$ cat src/hw/siFh_settings.svh
`ifndef SIFH_SETTINGS_SVH
`define SIFH_SETTINGS_SVH

// bin index width
`define NB 4

// threshold level width
// one bin spans 2**(NP-NB) levels
`define NP 8

// width of a single histogram bin count
`define COUNT_W 12

// bins per pixel histogram
`define BIN_NUM 16

// pixels held in the threshold store
`define PIXEL_NUM_PER_RAM 16

// pixel index width, must cover PIXEL_NUM_PER_RAM
`define PIXEL_IDX_W 4

// noise floor
// peaks below this count are flagged invalid
`define MIN_PEAK_COUNT 8

`endif

$ cat src/hw/siFhPkg.sv
`include "siFh_settings.svh"

package siFhPkg;

    // bin index inside one pixel histogram
    typedef logic [`NB - 1 : 0] binIdxT;

    // threshold level, finer grid than bins
    typedef logic [`NP - 1 : 0] levelT;

    // photon count of one bin
    typedef logic [`COUNT_W - 1 : 0] countT;

    // pixel address
    typedef logic [`PIXEL_IDX_W - 1 : 0] pixelIdxT;

    // peak of one pixel, handed from peakFinder to algebraicBlock
    typedef struct packed {
        pixelIdxT pixelIdx;
        // bin holding the highest count
        binIdxT   peakCh;
        // count found in that bin
        countT    peakCount;
    } peakT;

    // per-pixel result as stored in thresholdRam
    typedef struct packed {
        // lower edge of the window
        levelT    thMinus;
        // upper edge of the window
        levelT    thPositive;
        countT    peakCount;
        // peak above noise floor
        logic     peakValid;
    } thRecordT;

endpackage

$ cat src/hw/peakFinder.sv
`timescale 1ns/100ps
`include "siFh_settings.svh"

module peakFinder
    import siFhPkg::*;
(
    input  logic  clk,
    input  logic  rstN,
    // one strobe per histogram bin
    input  logic  binValid,
    input  countT binCount,
    // one strobe per pixel, cycle after its last bin
    output logic  peakDone,
    output peakT  peak
);

    // position inside the incoming stream
    binIdxT   binCnt;
    pixelIdxT pixelCnt;

    // running maximum of the current pixel
    countT    runMax;
    binIdxT   runIdx;

    // maximum including the bin on the bus
    countT    nextMax;
    binIdxT   nextIdx;

    logic     lastBin;
    logic     lastPixel;

    assign lastBin   = (binCnt == binIdxT'(`BIN_NUM - 1));
    assign lastPixel = (pixelCnt == pixelIdxT'(`PIXEL_NUM_PER_RAM - 1));

    // compare against running max
    // strict greater keeps the lowest bin on ties
    always_comb begin
        nextMax = runMax;
        nextIdx = runIdx;
        if (binCnt == '0) begin
            // first bin of a pixel, restart the search
            nextMax = binCount;
            nextIdx = '0;
        end else if (binCount > runMax) begin
            nextMax = binCount;
            nextIdx = binCnt;
        end
    end

    // bin and pixel counters
    always_ff @(posedge clk) begin
        if (!rstN) begin
            binCnt   <= '0;
            pixelCnt <= '0;
        end else if (binValid) begin
            if (lastBin) begin
                binCnt <= '0;
                // wrap after the last pixel of the store
                if (lastPixel) begin
                    pixelCnt <= '0;
                end else begin
                    pixelCnt <= pixelCnt + pixelIdxT'(1);
                end
            end else begin
                binCnt <= binCnt + binIdxT'(1);
            end
        end
    end

    // running max only moves on a strobe
    always_ff @(posedge clk) begin
        if (binValid) begin
            runMax <= nextMax;
            runIdx <= nextIdx;
        end
    end

    // completion strobe
    always_ff @(posedge clk) begin
        if (!rstN) begin
            peakDone <= 1'b0;
        end else begin
            peakDone <= binValid && lastBin;
        end
    end

    // peak record, captured on the last bin
    always_ff @(posedge clk) begin
        if (binValid && lastBin) begin
            peak.pixelIdx  <= pixelCnt;
            peak.peakCh    <= nextIdx;
            peak.peakCount <= nextMax;
        end
    end

endmodule

$ cat src/hw/algebraicBlock.sv
`timescale 1ns/100ps
`include "siFh_settings.svh"

module algebraicBlock
    import siFhPkg::*;
(
    input  logic     clk,
    input  logic     rstN,
    // peak of one pixel
    input  logic     peakDone,
    input  peakT     peak,
    // registered window, one cycle after peakDone
    output logic     algebraicReady,
    output pixelIdxT thPixel,
    output thRecordT thRecord
);

    // bin to level conversion
    localparam int unsigned LevelShift = `NP - `NB;

    // side band, one bin width in levels
    localparam levelT SideBand = levelT'(1) << LevelShift;

    // full window width
    localparam levelT TwoSideBand = levelT'(SideBand << 1);

    // top of the level range
    localparam levelT LevelMax = '1;

    // peak channel in level units
    levelT    chLevel;

    // combinational result before the register
    thRecordT nextRecord;

    always_comb begin
        chLevel = levelT'(peak.peakCh) << LevelShift;

        // defaults for the centred window
        nextRecord.thMinus    = chLevel - SideBand;
        nextRecord.thPositive = chLevel + SideBand;

        if (chLevel < SideBand) begin
            // window would drop below zero, pin to bottom
            nextRecord.thMinus    = '0;
            nextRecord.thPositive = TwoSideBand;
        end else if (chLevel > (LevelMax - SideBand)) begin
            // window would overflow, pin to top
            nextRecord.thMinus    = LevelMax - TwoSideBand;
            nextRecord.thPositive = LevelMax;
        end

        // count passes through
        nextRecord.peakCount = peak.peakCount;

        // noise floor check, window still filled in
        nextRecord.peakValid = (peak.peakCount >= countT'(`MIN_PEAK_COUNT));
    end

    // strobe follows peakDone by one cycle
    always_ff @(posedge clk) begin
        if (!rstN) begin
            algebraicReady <= 1'b0;
        end else begin
            algebraicReady <= peakDone;
        end
    end

    // result payload
    // held between strobes
    always_ff @(posedge clk) begin
        if (peakDone) begin
            thPixel  <= peak.pixelIdx;
            thRecord <= nextRecord;
        end
    end

endmodule

$ cat src/hw/thresholdRam.sv
`timescale 1ns/100ps
`include "siFh_settings.svh"

module thresholdRam
    import siFhPkg::*;
(
    input  logic     clk,
    input  logic     rstN,
    // write side, from algebraicBlock
    input  logic     algebraicReady,
    input  pixelIdxT thPixel,
    input  thRecordT thRecord,
    // read side, one cycle latency
    input  pixelIdxT rdAddr,
    output thRecordT rdData
);

    // one record per pixel
    thRecordT mem [`PIXEL_NUM_PER_RAM];

    // write port
    // reset walks every entry to zero
    always_ff @(posedge clk) begin
        if (!rstN) begin
            for (int i = 0; i < `PIXEL_NUM_PER_RAM; i++) begin
                mem[i] <= '0;
            end
        end else if (algebraicReady) begin
            mem[thPixel] <= thRecord;
        end
    end

    // read port
    // same-edge write is not visible yet, so old data comes back
    always_ff @(posedge clk) begin
        if (!rstN) begin
            rdData <= '0;
        end else begin
            rdData <= mem[rdAddr];
        end
    end

endmodule

$ cat src/hw/siFhTop.sv
`timescale 1ns/100ps

module siFhTop
    import siFhPkg::*;
(
    input  logic     clk,
    input  logic     rstN,
    // histogram bin stream
    input  logic     binValid,
    input  countT    binCount,
    // readback address into the record store
    input  pixelIdxT rdAddr,
    // completion strobe and its pixel
    output logic     algebraicReady,
    output pixelIdxT thPixel,
    output thRecordT rdData
);

    // peakFinder to algebraicBlock
    logic     peakDone;
    peakT     peak;

    // algebraicBlock to thresholdRam
    thRecordT thRecord;

    // per-pixel maximum search
    peakFinder peakFinder_i (
        .clk      (clk),
        .rstN     (rstN),
        .binValid (binValid),
        .binCount (binCount),
        .peakDone (peakDone),
        .peak     (peak)
    );

    // threshold window around the peak
    algebraicBlock algebraicBlock_i (
        .clk            (clk),
        .rstN           (rstN),
        .peakDone       (peakDone),
        .peak           (peak),
        .algebraicReady (algebraicReady),
        .thPixel        (thPixel),
        .thRecord       (thRecord)
    );

    // result store, read from outside
    thresholdRam thresholdRam_i (
        .clk            (clk),
        .rstN           (rstN),
        .algebraicReady (algebraicReady),
        .thPixel        (thPixel),
        .thRecord       (thRecord),
        .rdAddr         (rdAddr),
        .rdData         (rdData)
    );

endmodule

$ cat config.mk
export PLATFORM = sky130hd
export DESIGN_NAME = siFhTop
export DESIGN_NICKNAME = d
export VERILOG_FILES = /design/src/hw/siFhPkg.sv /design/src/hw/peakFinder.sv /design/src/hw/algebraicBlock.sv /design/src/hw/thresholdRam.sv /design/src/hw/siFhTop.sv
export VERILOG_INCLUDE_DIRS = /design/src /design/src/hw
export SDC_FILE = /design/constraint.sdc
export NUM_CORES = 1
export LEC_CHECK = 0
export ABC_AREA = 1
export BUFFER_PORTS_ARGS = -buffer_cell sky130_fd_sc_hd__buf_2
export CAP_MARGIN = 10
export CORE_MARGIN = 2
export CORE_UTILIZATION = 40
export CTS_CLUSTER_DIAMETER = 120
export DETAILED_ROUTE_END_ITERATION = 7
export PLACE_DENSITY = 0.6
export RECOVER_POWER = 25
export SLEW_MARGIN = 20
export SYNTH_ARGS = -nofsm -noshare
export SYNTH_HDL_FRONTEND = slang
export SYNTH_SLANG_ARGS = --single-unit
$ cat constraint.sdc
create_clock -name clk -period 3.9 [get_ports clk]
set_input_delay 0.39 -clock clk [delete_from_list [all_inputs] [get_ports clk]]
set_output_delay 0.39 -clock clk [all_outputs]
set_load 0.01 [all_outputs]
==> flow_metrics.env, run 1 <==
export IMPL_status="finished with violations"
export IMPL_violations="capacitance limit, slew limit"
export IMPL_syn_to_final_growth_pct=10.14
export IMPL_powerDensity_nw_per_um2=483.2
export IMPL_rows=78
export IMPL_hp_class="input port to flip-flop"
export IMPL_worstPathArrival_ns=3.05
export IMPL_yosysTopAreaCellShare_pct=64.64
export IMPL_r2r_slack_ns=0.89
export IMPL_hold_buffers=0
export IMPL_critPathMaxStageDelay_ns=0.94
export IMPL_final_layout_size_suffix_gt1_share_pct=6.396
export IMPL_drtIter0Drc=1345
export IMPL_layout_worst_path_cycle_share_pct=77.06
export IMPL_clock_sinks=428
export IMPL_gr_total_overflow=0
export IMPL_ctsResizeCount=0
export IMPL_worst_ep_required_time_ns=3.94
export IMPL_routed_wl_microns=48460
export IMPL_finalCriticalPeriod_ns=3.005
export IMPL_crit_top_cell="nand2_1"
export IMPL_tns_ns=0
export IMPL_crit_reg2reg_launch="algebraicBlock_i.thPixel[1]$_DFFE_PP_"
export IMPL_cts_tree="done"
export IMPL_fillers=4325
export IMPL_clockBufferDepth=3
export IMPL_io_buffers=52
export IMPL_final_util_pct=44.66
export IMPL_syn_avg_cell_area_sq_um=10.69
export IMPL_synth_edf_count=397
export IMPL_fin_ws_ns=0.8946
export IMPL_p_leak_nw=7.613
export IMPL_synth_yosys_seq_area_share_pct=68.01
export IMPL_synth_area_leaders="edfxtp_1 65%, nor2_1 12%, o21ai_0 4.2%"
export IMPL_insertion_delay_ns=0.58
export IMPL_fmax_mhz=332.7
export IMPL_die_height_microns=218.7
export IMPL_cts_buffers=44
export IMPL_die_area_sq_um=47840
export IMPL_antenna_found_initial=0
export IMPL_yosysUniqueCellTypes=27
export IMPL_tightest_slew_ns=1.636
export IMPL_wl_per_cell_microns=20.61
export IMPL_grt_start_max_net_pins=169
export IMPL_setup_viol=0
export IMPL_yosysMostFrequentCell="nor2_1"
export IMPL_holdCritStartpoint="binCount[7]"
export IMPL_rsz0062_at_grt="false"
export IMPL_path_class="flip-flop to flip-flop"
export IMPL_timing_final_max_slew_violations=23
export IMPL_ioPinCount=53
export IMPL_grt_pass1_vias=12040
export IMPL_finalHoldViolCount=0
export IMPL_cp_start_kind="flip-flop"
export IMPL_ys_async_sr_fraction_pct=0
export IMPL_initial_core_util_pct=40.55
export IMPL_hold_path_depth=3
export IMPL_synth_nets=1761
export IMPL_ys_warn_count=0
export IMPL_ant_nets=0
export IMPL_cpLargestDelayFamily="simple AND/OR/NAND/NOR gates"
export IMPL_cp_slowest_cell="nand2_1"
export IMPL_path_buf_inv=2
export IMPL_antennaDiodeCount=0
export IMPL_rr_endpoint="thresholdRam_i.mem[2][26]$_SDFFCE_PN0P_"
export IMPL_synth_area_sq_um=18440
export IMPL_nets=1754
export IMPL_worstPathMaxFanout=22
export IMPL_grt_usage_pct=20.45
export IMPL_core_area_sq_um=45480
export IMPL_power_total_mw=9.813
export IMPL_dpl_hpwl_microns=28410
export IMPL_end_kind="flip-flop"
export IMPL_grt_pass1_wl_microns=73280
export IMPL_reg2reg_depth=5
export IMPL_synth_ff_type="edfxtp_1"
export IMPL_die_x_microns=218.7
export IMPL_cts_root_buf="clkbuf_16"
export IMPL_cts_clk_slew_worst_paths_ns=0.06
export IMPL_via_per_inst=5.414
export IMPL_cts_setup_buffers=0
export IMPL_fin_skew_ns=0.02834
export IMPL_htreeDepth=2
export IMPL_routed_via_count=12730
export IMPL_dp_cells=2272
export IMPL_fin_cells=2351
export IMPL_first_pass_iters=5
export IMPL_ir_drop_v=0.0003184
export IMPL_synth_seq_cells=428
export IMPL_yosys_area_top_type="edfxtp_1"
export IMPL_hold_end="peakFinder_i.peak[7]$_DFFE_PP_"
export IMPL_relSlewSlack_pct=-9.080
export IMPL_pre_cts_ws_ns=1.207
export IMPL_gp_congestion=0.8144
export IMPL_syn_inst=1725
export IMPL_maxCapViolCount=1
export IMPL_drc=0
export IMPL_crit_chain="inv_1, nor2_1, nand2_1, clkbuf_1, nand2_1"
export IMPL_synthTopCellsByCount="603 x nor2_1, 397 x edfxtp_1, 154 x o21ai_0"
## per-stage QoR
stage	area (sq um)	hold WS, ns
after floorplan	18440	0.4003
after global placement	19050	0.4070
after detailed placement	19050	0.4108
after CTS	20390	0.1181
after global routing	20310	0.1511
final	20310	0.1446
## sequential cells by signal, indices dropped and copies added, names as in the netlist
| register | count |
|---|---|
| algebraicBlock_i.algebraicReady | 1 |
| algebraicBlock_i.thRecord | 21 |
| peakFinder_i.pixelCnt | 4 |
| algebraicBlock_i.thPixel | 4 |
| peakFinder_i.runIdx | 4 |
| thresholdRam_i.rdData | 21 |
| peakFinder_i.peak | 20 |
| thresholdRam_i.mem | 336 |
| peakFinder_i.runMax | 12 |
| peakFinder_i.binCnt | 4 |
| peakFinder_i.peakDone | 1 |
## power breakdown
| part | internal [mW] | switching (mW) |
|---|---|---|
| logic | 0.172 | 0.456 |
| clock network | 2.24 | 1.73 |
| registers | 5.17 | 0.0509 |
| total | 7.58 | 2.23 |
## cell type report
cell class | count | area [sq um] | share of cell area [%]
clock inverter | 17 | 80.08 | 0.3943
inverter | 68 | 257.7 | 1.269
clock buffer | 62 | 1260 | 6.203
timing repair buffer | 83 | 476.7 | 2.347
tap | 600 | 750.7 | 3.696
sequential | 428 | 12540 | 61.75
multi-input combinational | 1093 | 4943 | 24.34
## cells by family after synthesis
family          Yosys count  synth area share (%)
fa+ha+maj                17                 1.153
compound gates          298                 9.241
buf+inv                 204                 5.075
flops                   428                 68.01
simple gates            778                 16.52
## metal layers
layer	GRT usage [%]	vias up	part of all wire, %
li1	-	5893	-
met1	28.87	6193	43
met2	31.68	558	46
met3	4.050	84	8.7
met4	6.689	0	3.1
met5	0	-	0
## worst reg2reg max path, stage by stage (launching register included)
cell,delay (ns)
edfxtp_1,0.44
inv_1,0.08
nor2_1,0.09
nand2_1,0.09
clkbuf_1,0.83
nand2_1,0.95
## worst max-delay path by stage
stage / from / end / slack [ns] / depth (start not counted)
floorplan: algebraicBlock_i.thPixel[3]$_DFFE_PP_ / thresholdRam_i.mem[12][0]$_SDFFCE_PN0P_ / 1.92 / 5
global placement: rstN / thresholdRam_i.mem[3][19]$_SDFFCE_PN0P_ / 1.26 / 5
detailed placement: rstN / thresholdRam_i.mem[3][19]$_SDFFCE_PN0P_ / 1.21 / 5
CTS: algebraicBlock_i.thPixel[3]$_DFFE_PP_ / thresholdRam_i.mem[13][24]$_SDFFCE_PN0P_ / 1.33 / 5
global route: algebraicBlock_i.thPixel[1]$_DFFE_PP_ / thresholdRam_i.mem[7][11]$_SDFFCE_PN0P_ / 0.74 / 5
finish: algebraicBlock_i.thPixel[1]$_DFFE_PP_ / thresholdRam_i.mem[2][26]$_SDFFCE_PN0P_ / 0.89 / 5
## placed cells by master, fill, tap and decap left out
cell type  count
edfxtp_1     397
inv_4          1
a21o_1         1
clkbuf_16     45
buf_2         24
nand2_1       94
nand2_2        1
clkinv_2       5
inv_2          1
o211ai_1      84
a21oi_1       35
o21ai_1       24
nor4_1         2
clkbuf_8       7
buf_12         3
ha_1          17
clkinv_1      11
nor2_1       603
buf_4         23
nand4_1        1
nand3_1       66
inv_1         65
clkbuf_1      43
o21ai_0      154
nor3_1        11
dfxtp_1       31
inv_6          2
Power figures use the tool's default switching activity.
==> inputs of run 2 (changes only) <==
Settings changed: PLACE_DENSITY 0.6 to 0.62.
Clock period 3.9 ns to 2.7 ns, I/O delays scaled along.
==> run 2 against run 1 <==
The flow now finishes without violations. Final area rose by 2.5%. Combinational power rose by 49%. Power rose by 50%. Critical path type unchanged.
==> flow_metrics.env, run 2 (synthesis gave the netlist of run 1 again) <==
export IMPL_pre_cts_ws_ns=0.6619
export IMPL_worstPathArrival_ns=2.55
export IMPL_die_x_microns=218.7
export IMPL_die_area_sq_um=47840
export IMPL_cpLargestDelayFamily="buffers and inverters"
export IMPL_crit_chain="nor2_1, nand2_1, clkbuf_1, nand2_1, buf_4"
export IMPL_cp_slowest_cell="clkbuf_1"
export IMPL_maxCapViolCount=0
export IMPL_most_common_layout_cells="603 x nor2_1, 397 x edfxtp_1, 154 x o21ai_0"
export IMPL_dp_cells=2301
export IMPL_routed_wl_microns=45200
export IMPL_fmax_mhz=430.1
export IMPL_finalHoldViolCount=0
export IMPL_largestRegisters="thresholdRam_i.mem: 336 flops, algebraicBlock_i.thRecord: 21 flops, thresholdRam_i.rdData: 21 flops"
export IMPL_placed_area_sq_um=19330
export IMPL_ant_nets=0
export IMPL_power_frac_clock_pct=42.4
export IMPL_tightest_slew_ns=1.469
export IMPL_fillers=4225
export IMPL_crit_top_cell="nand2_1"
export IMPL_finalCriticalPeriod_ns=2.325
export IMPL_p_sw_mw=3.276
export IMPL_cts_tree="done"
export IMPL_path_buf_inv=2
export IMPL_worstPathMaxFanout=22
export IMPL_grt_start_max_net_pins=127
export IMPL_worst_ep_required_time_ns=2.92
export IMPL_largest_reg_flops=336
export IMPL_drc=0
export IMPL_grt_usage_pct=19.15
export IMPL_grt_pass1_vias=12440
export IMPL_rsz0062_at_grt="false"
export IMPL_ir_drop_v=0.0004331
export IMPL_holdCritStartpoint="binValid"
export IMPL_htreeDepth=2
export IMPL_antenna_found_initial=0
export IMPL_fin_hold_ws_ns=0.02249
export IMPL_p_leak_nw=7.859
export IMPL_hold_end="peakFinder_i.binCnt[1]$_SDFFE_PN0P_"
export IMPL_ioPinCount=53
export IMPL_tns_ns=0
export IMPL_top_register="thresholdRam_i.mem"
export IMPL_die_height_microns=218.7
export IMPL_internal_power_mw=11.41
export IMPL_final_common_cell="nor2_1"
export IMPL_final_layout_size_suffix_gt1_share_pct=8.199
export IMPL_initial_core_util_pct=40.55
export IMPL_layout_worst_path_cycle_share_pct=86.12
export IMPL_insertion_delay_ns=0.58
export IMPL_setup_viol=0
export IMPL_clock_sinks=428
export IMPL_cts_setup_buffers=0
export IMPL_routed_via_count=12650
export IMPL_relSlewSlack_pct=2.048
export IMPL_cts_clk_slew_worst_paths_ns=0.06
export IMPL_rr_endpoint="thresholdRam_i.mem[5][24]$_SDFFCE_PN0P_"
export IMPL_end_kind="flip-flop"
export IMPL_gp_congestion=0.7971
export IMPL_r2r_slack_ns=0.37
export IMPL_combPwrFrac_pct=6.4
export IMPL_rows=78
export IMPL_p_sw_share_pct=22.30
export IMPL_fin_cells=2393
export IMPL_clockBufferDepth=3
export IMPL_stdcell_area_sq_um=20820
export IMPL_crit_reg2reg_launch="algebraicBlock_i.thPixel[1]$_DFFE_PP_"
export IMPL_fin_skew_ns=0.02188
export IMPL_timing_final_max_slew_violations=0
export IMPL_fin_ws_ns=0.3748
export IMPL_critPathMaxStageDelay_ns=0.49
export IMPL_via_per_inst=5.288
export IMPL_cp_start_kind="flip-flop"
export IMPL_cts_buffers=46
export IMPL_grt_pass1_wl_microns=69900
export IMPL_syn_to_final_growth_pct=12.87
export IMPL_core_area_sq_um=45480
export IMPL_hold_path_depth=3
export IMPL_io_buffers=52
export IMPL_seqPwrFrac_pct=51.2
export IMPL_antennaDiodeCount=0
export IMPL_cts_root_buf="clkbuf_16"
export IMPL_gr_total_overflow=0
export IMPL_first_pass_iters=5
export IMPL_wl_per_cell_microns=18.89
export IMPL_reg2reg_depth=5
export IMPL_dpl_hpwl_microns=26830
export IMPL_status="finished clean"
export IMPL_path_class="flip-flop to flip-flop"
export IMPL_drtIter0Drc=1119
export IMPL_nets=1792
export IMPL_powerDensity_nw_per_um2=705.7
export IMPL_hp_class="input port to flip-flop"
## run 2: cell count changes in the layout (fill, tap and decap cells not counted), sizes merged
cell / previous run / this run
clkbuf: 95 / 100
buf: 50 / 72
clkinv: 16 / 19
inv: 69 / 68
bufinv: 0 / 3
clkinvlp: 0 / 3
dlygate4sd3: 0 / 7
## run 2: repair_timing
action / in CTS / in global routing
resized for setup: 0 / 0
hold buffers: 7 / 0
hold endpoints to repair: 14 / 0
## run 2: worst max-delay path by stage
stage	from	endpoint	slack (ns)	depth (start not counted)
2_1_floorplan	algebraicBlock_i.thPixel[3]$_DFFE_PP_	thresholdRam_i.mem[12][0]$_SDFFCE_PN0P_	0.72	5
3_3_place_gp	binCount[3]	peakFinder_i.peak[11]$_DFFE_PP_	0.69	12
3_5_place_dp	binCount[3]	peakFinder_i.peak[10]$_DFFE_PP_	0.66	12
4_1_cts	peakFinder_i.runMax[7]$_DFFE_PP_	peakFinder_i.runMax[10]$_DFFE_PP_	0.62	9
5_1_grt	algebraicBlock_i.thPixel[0]$_DFFE_PP_	thresholdRam_i.mem[5][12]$_SDFFCE_PN0P_	0.28	6
6_report	algebraicBlock_i.thPixel[1]$_DFFE_PP_	thresholdRam_i.mem[5][24]$_SDFFCE_PN0P_	0.37	5
## run 2: worst reg2reg max path: stages (launching register included)
cell and delay (ns):
edfxtp_1 0.46, nor2_1 0.39, nand2_1 0.09, clkbuf_1 0.49, nand2_1 0.20, buf_4 0.35
## run 2: layout make-up
type                       count  area [sq um]  share of cell area (%)
sequential                   428         12540                   60.25
multi-input combinational   1093          4959                   23.82
clock buffer                  60          1296                   6.227
timing repair buffer         119         807.0                   3.877
tap                          600         750.7                   3.607
inverter                      68         257.7                   1.238
clock inverter                25         202.7                  0.9738
## run 2: metrics by stage
stage | utilization, % | total power, mW
floorplan | - | 8.274
finish | 45.77 | 14.69
CTS | 45.95 | 14.79
global placement | 42.50 | 8.584
global route | 45.77 | 15.16
detailed placement | 42.50 | 8.603
## run 2: routing by layer
metal	share of wire, %	wire length (microns)	up-vias	track usage, %
met4	2.1	943	0	6.216
met5	0	0	-	0
met2	47	21390	462	31.32
met3	7.8	3543	66	3.772
li1	-	-	5983	-
met1	43	19330	6142	25.69
## run 2: power groups by stage
stage	sequential, mW	clock [mW]	combinational, mW
2_1_floorplan	7.66	0	0.611
3_3_place_gp	7.66	0	0.927
3_5_place_dp	7.66	0	0.938
4_1_cts	7.53	6.32	0.949
5_1_grt	7.55	6.57	1.05
6_report	7.53	6.23	0.934
==> inputs of run 3 (changes only) <==
Settings changed: GPL_TIMING_DRIVEN set to 0, PLACE_DENSITY 0.62 to 0.66, SLEW_MARGIN 20 to unset.
==> run 3 against run 2 <==
Routed wire length increased by 21%. Register-to-register slack got worse by 0.26 ns. Via count increased by 7.7%. Sequential power about the same. Non-clock buffer count increased by 73. Die area unchanged. Count of clock-buffer cells in the layout increased by 3. Critical path depth unchanged. Clock power decreased by 1%.
==> flow_metrics.env, run 3 (synthesis gave the netlist of run 1 again) <==
export IMPL_die_height_microns=218.7
export IMPL_fin_ws_ns=0.1109
export IMPL_dp_cells=2374
export IMPL_die_area_sq_um=47840
export IMPL_tns_ns=0
export IMPL_grt_start_max_net_pins=27
export IMPL_cts_tree="done"
export IMPL_path_class="flip-flop to flip-flop"
export IMPL_most_common_layout_cells="603 x nor2_1, 397 x edfxtp_1, 154 x o21ai_0"
export IMPL_gp_congestion=0.9257
export IMPL_setup_viol=0
export IMPL_worst_ep_required_time_ns=2.76
export IMPL_initial_core_util_pct=40.55
export IMPL_largest_reg_flops=336
export IMPL_antenna_found_initial=1
export IMPL_p_leak_nw=7.893
export IMPL_insertion_delay_ns=0.59
export IMPL_pre_cts_ws_ns=-0.1244
export IMPL_drc=0
export IMPL_status="finished clean"
export IMPL_rsz0062_at_grt="false"
export IMPL_tightest_slew_ns=1.065
export IMPL_routed_via_count=13630
export IMPL_core_area_sq_um=45480
export IMPL_power_frac_clock_pct=41.7
export IMPL_grt_pass1_wl_microns=80250
export IMPL_relSlewSlack_pct=29.03
export IMPL_via_per_inst=5.531
export IMPL_finalCriticalPeriod_ns=2.589
export IMPL_placed_area_sq_um=19440
export IMPL_timing_final_max_slew_violations=0
export IMPL_htreeDepth=2
export IMPL_combPwrFrac_pct=7.2
export IMPL_worstPathArrival_ns=2.65
export IMPL_ant_nets=0
export IMPL_cts_buffers=46
export IMPL_gr_total_overflow=0
export IMPL_io_buffers=49
export IMPL_powerDensity_nw_per_um2=703.4
export IMPL_ir_drop_v=0.0005390
export IMPL_first_pass_iters=6
export IMPL_rows=78
export IMPL_cts_setup_buffers=0
export IMPL_layout_worst_path_cycle_share_pct=95.89
export IMPL_fmax_mhz=386.2
export IMPL_cp_start_kind="flip-flop"
export IMPL_end_kind="flip-flop"
export IMPL_final_common_cell="nor2_1"
export IMPL_antennaDiodeCount=0
export IMPL_die_x_microns=218.7
export IMPL_p_sw_mw=3.465
export IMPL_hp_class="input port to flip-flop"
export IMPL_fin_skew_ns=0.02865
export IMPL_grt_usage_pct=23.12
export IMPL_final_layout_size_suffix_gt1_share_pct=8.257
export IMPL_cts_clk_slew_worst_paths_ns=0.06
export IMPL_ioPinCount=53
export IMPL_p_sw_share_pct=23.50
export IMPL_grt_pass1_vias=12850
export IMPL_seqPwrFrac_pct=51.1
export IMPL_nets=1865
export IMPL_cts_root_buf="clkbuf_16"
export IMPL_clockBufferDepth=3
export IMPL_drtIter0Drc=1777
export IMPL_finalHoldViolCount=0
export IMPL_top_register="thresholdRam_i.mem"
export IMPL_dpl_hpwl_microns=37490
export IMPL_syn_to_final_growth_pct=13.66
export IMPL_routed_wl_microns=54740
export IMPL_clock_sinks=428
export IMPL_stdcell_area_sq_um=20960
export IMPL_largestRegisters="thresholdRam_i.mem: 336 flops, algebraicBlock_i.thRecord: 21 flops, thresholdRam_i.rdData: 21 flops"
export IMPL_maxCapViolCount=0
export IMPL_wl_per_cell_microns=22.21
export IMPL_worstPathMaxFanout=21
export IMPL_internal_power_mw=11.28
export IMPL_fin_cells=2465
export IMPL_fin_hold_ws_ns=0.02164
==> run 3: changes by cell type in the layout (fill, tap and decap cells not counted), moves of 4 or more <==
cell / previous run / this run
nand2_2: 1 / 14
buf_4: 47 / 10
clkinv_1: 11 / 5
buf_12: 7 / 0
clkbuf_2: 0 / 4
clkbuf_1: 46 / 126
buf_2: 18 / 37
buf_1: 0 / 5
clkinv_2: 7 / 11
buf_6: 0 / 6
clkbuf_4: 1 / 7
nand2_1: 94 / 81
==> run 3: final timing paths <==
check                                              from                                       to  slack, ns  cells past startpoint
setup reg to reg  algebraicBlock_i.thPixel[1]$_DFFE_PP_  thresholdRam_i.mem[7][18]$_SDFFCE_PN0P_       0.11                      5
hold reg to reg          peakFinder_i.peak[2]$_DFFE_PP_   algebraicBlock_i.thRecord[3]$_DFFE_PP_       0.42                      0
hold / removal                              binCount[9]         peakFinder_i.runMax[9]$_DFFE_PP_       0.02                      3
setup / recovery  algebraicBlock_i.thPixel[1]$_DFFE_PP_  thresholdRam_i.mem[7][18]$_SDFFCE_PN0P_       0.11                      5
==> run 3: what timing repair did <==
action                                  in CTS  in global routing
hold buffers                                 7                  0
gates resized for setup                      3                 10
gates cloned                                 0                  0
endpoints found under the setup margin      63                210
endpoints found under the hold margin       12                  0
==> run 3: area by class of cell <==
class                      count  area [sq um]
clock buffer                  63          1277
timing repair buffer          56         280.3
multi-input combinational   1093          4996
clock inverter                21         178.9
sequential                   428         12540
inverter                      68         256.5
fill                        4210         24520
buffer                       136         678.2
tap                          600         750.7
==> run 3: per-layer routing <==
layer	share of wire [%]	global-route usage, %
met5	0	0
met4	3.0	8.041
met3	14	7.223
met2	44	35.45
met1	38	31.05
==> run 3: worst max-delay path, cell delays in order, from the launching register on <==
cell      delay, ns
edfxtp_1       0.46
nand2_1        0.11
inv_1          0.11
nand2_1        0.17
clkbuf_1       0.46
nand2_1        0.77
==> run 3: power by group through the flow <==
stage          Clock, mW  Combinational (mW)  Sequential [mW]
3_5_place_dp           0                1.02             7.68
4_1_cts             6.20                1.03             7.54
2_1_floorplan          0               0.611             7.66
3_3_place_gp           0                1.01             7.67
6_report            6.15                1.06             7.54
5_1_grt             6.43                1.14             7.56
==> run 3: per-stage QoR <==
| step | power [mW] | util [%] |
|---|---|---|
| finish | 14.74 | 46.09 |
| floorplan | 8.274 | - |
| global placement | 8.674 | 42.74 |
| CTS | 14.77 | 46.11 |
| global route | 15.13 | 46.09 |
| detailed placement | 8.698 | 42.74 |
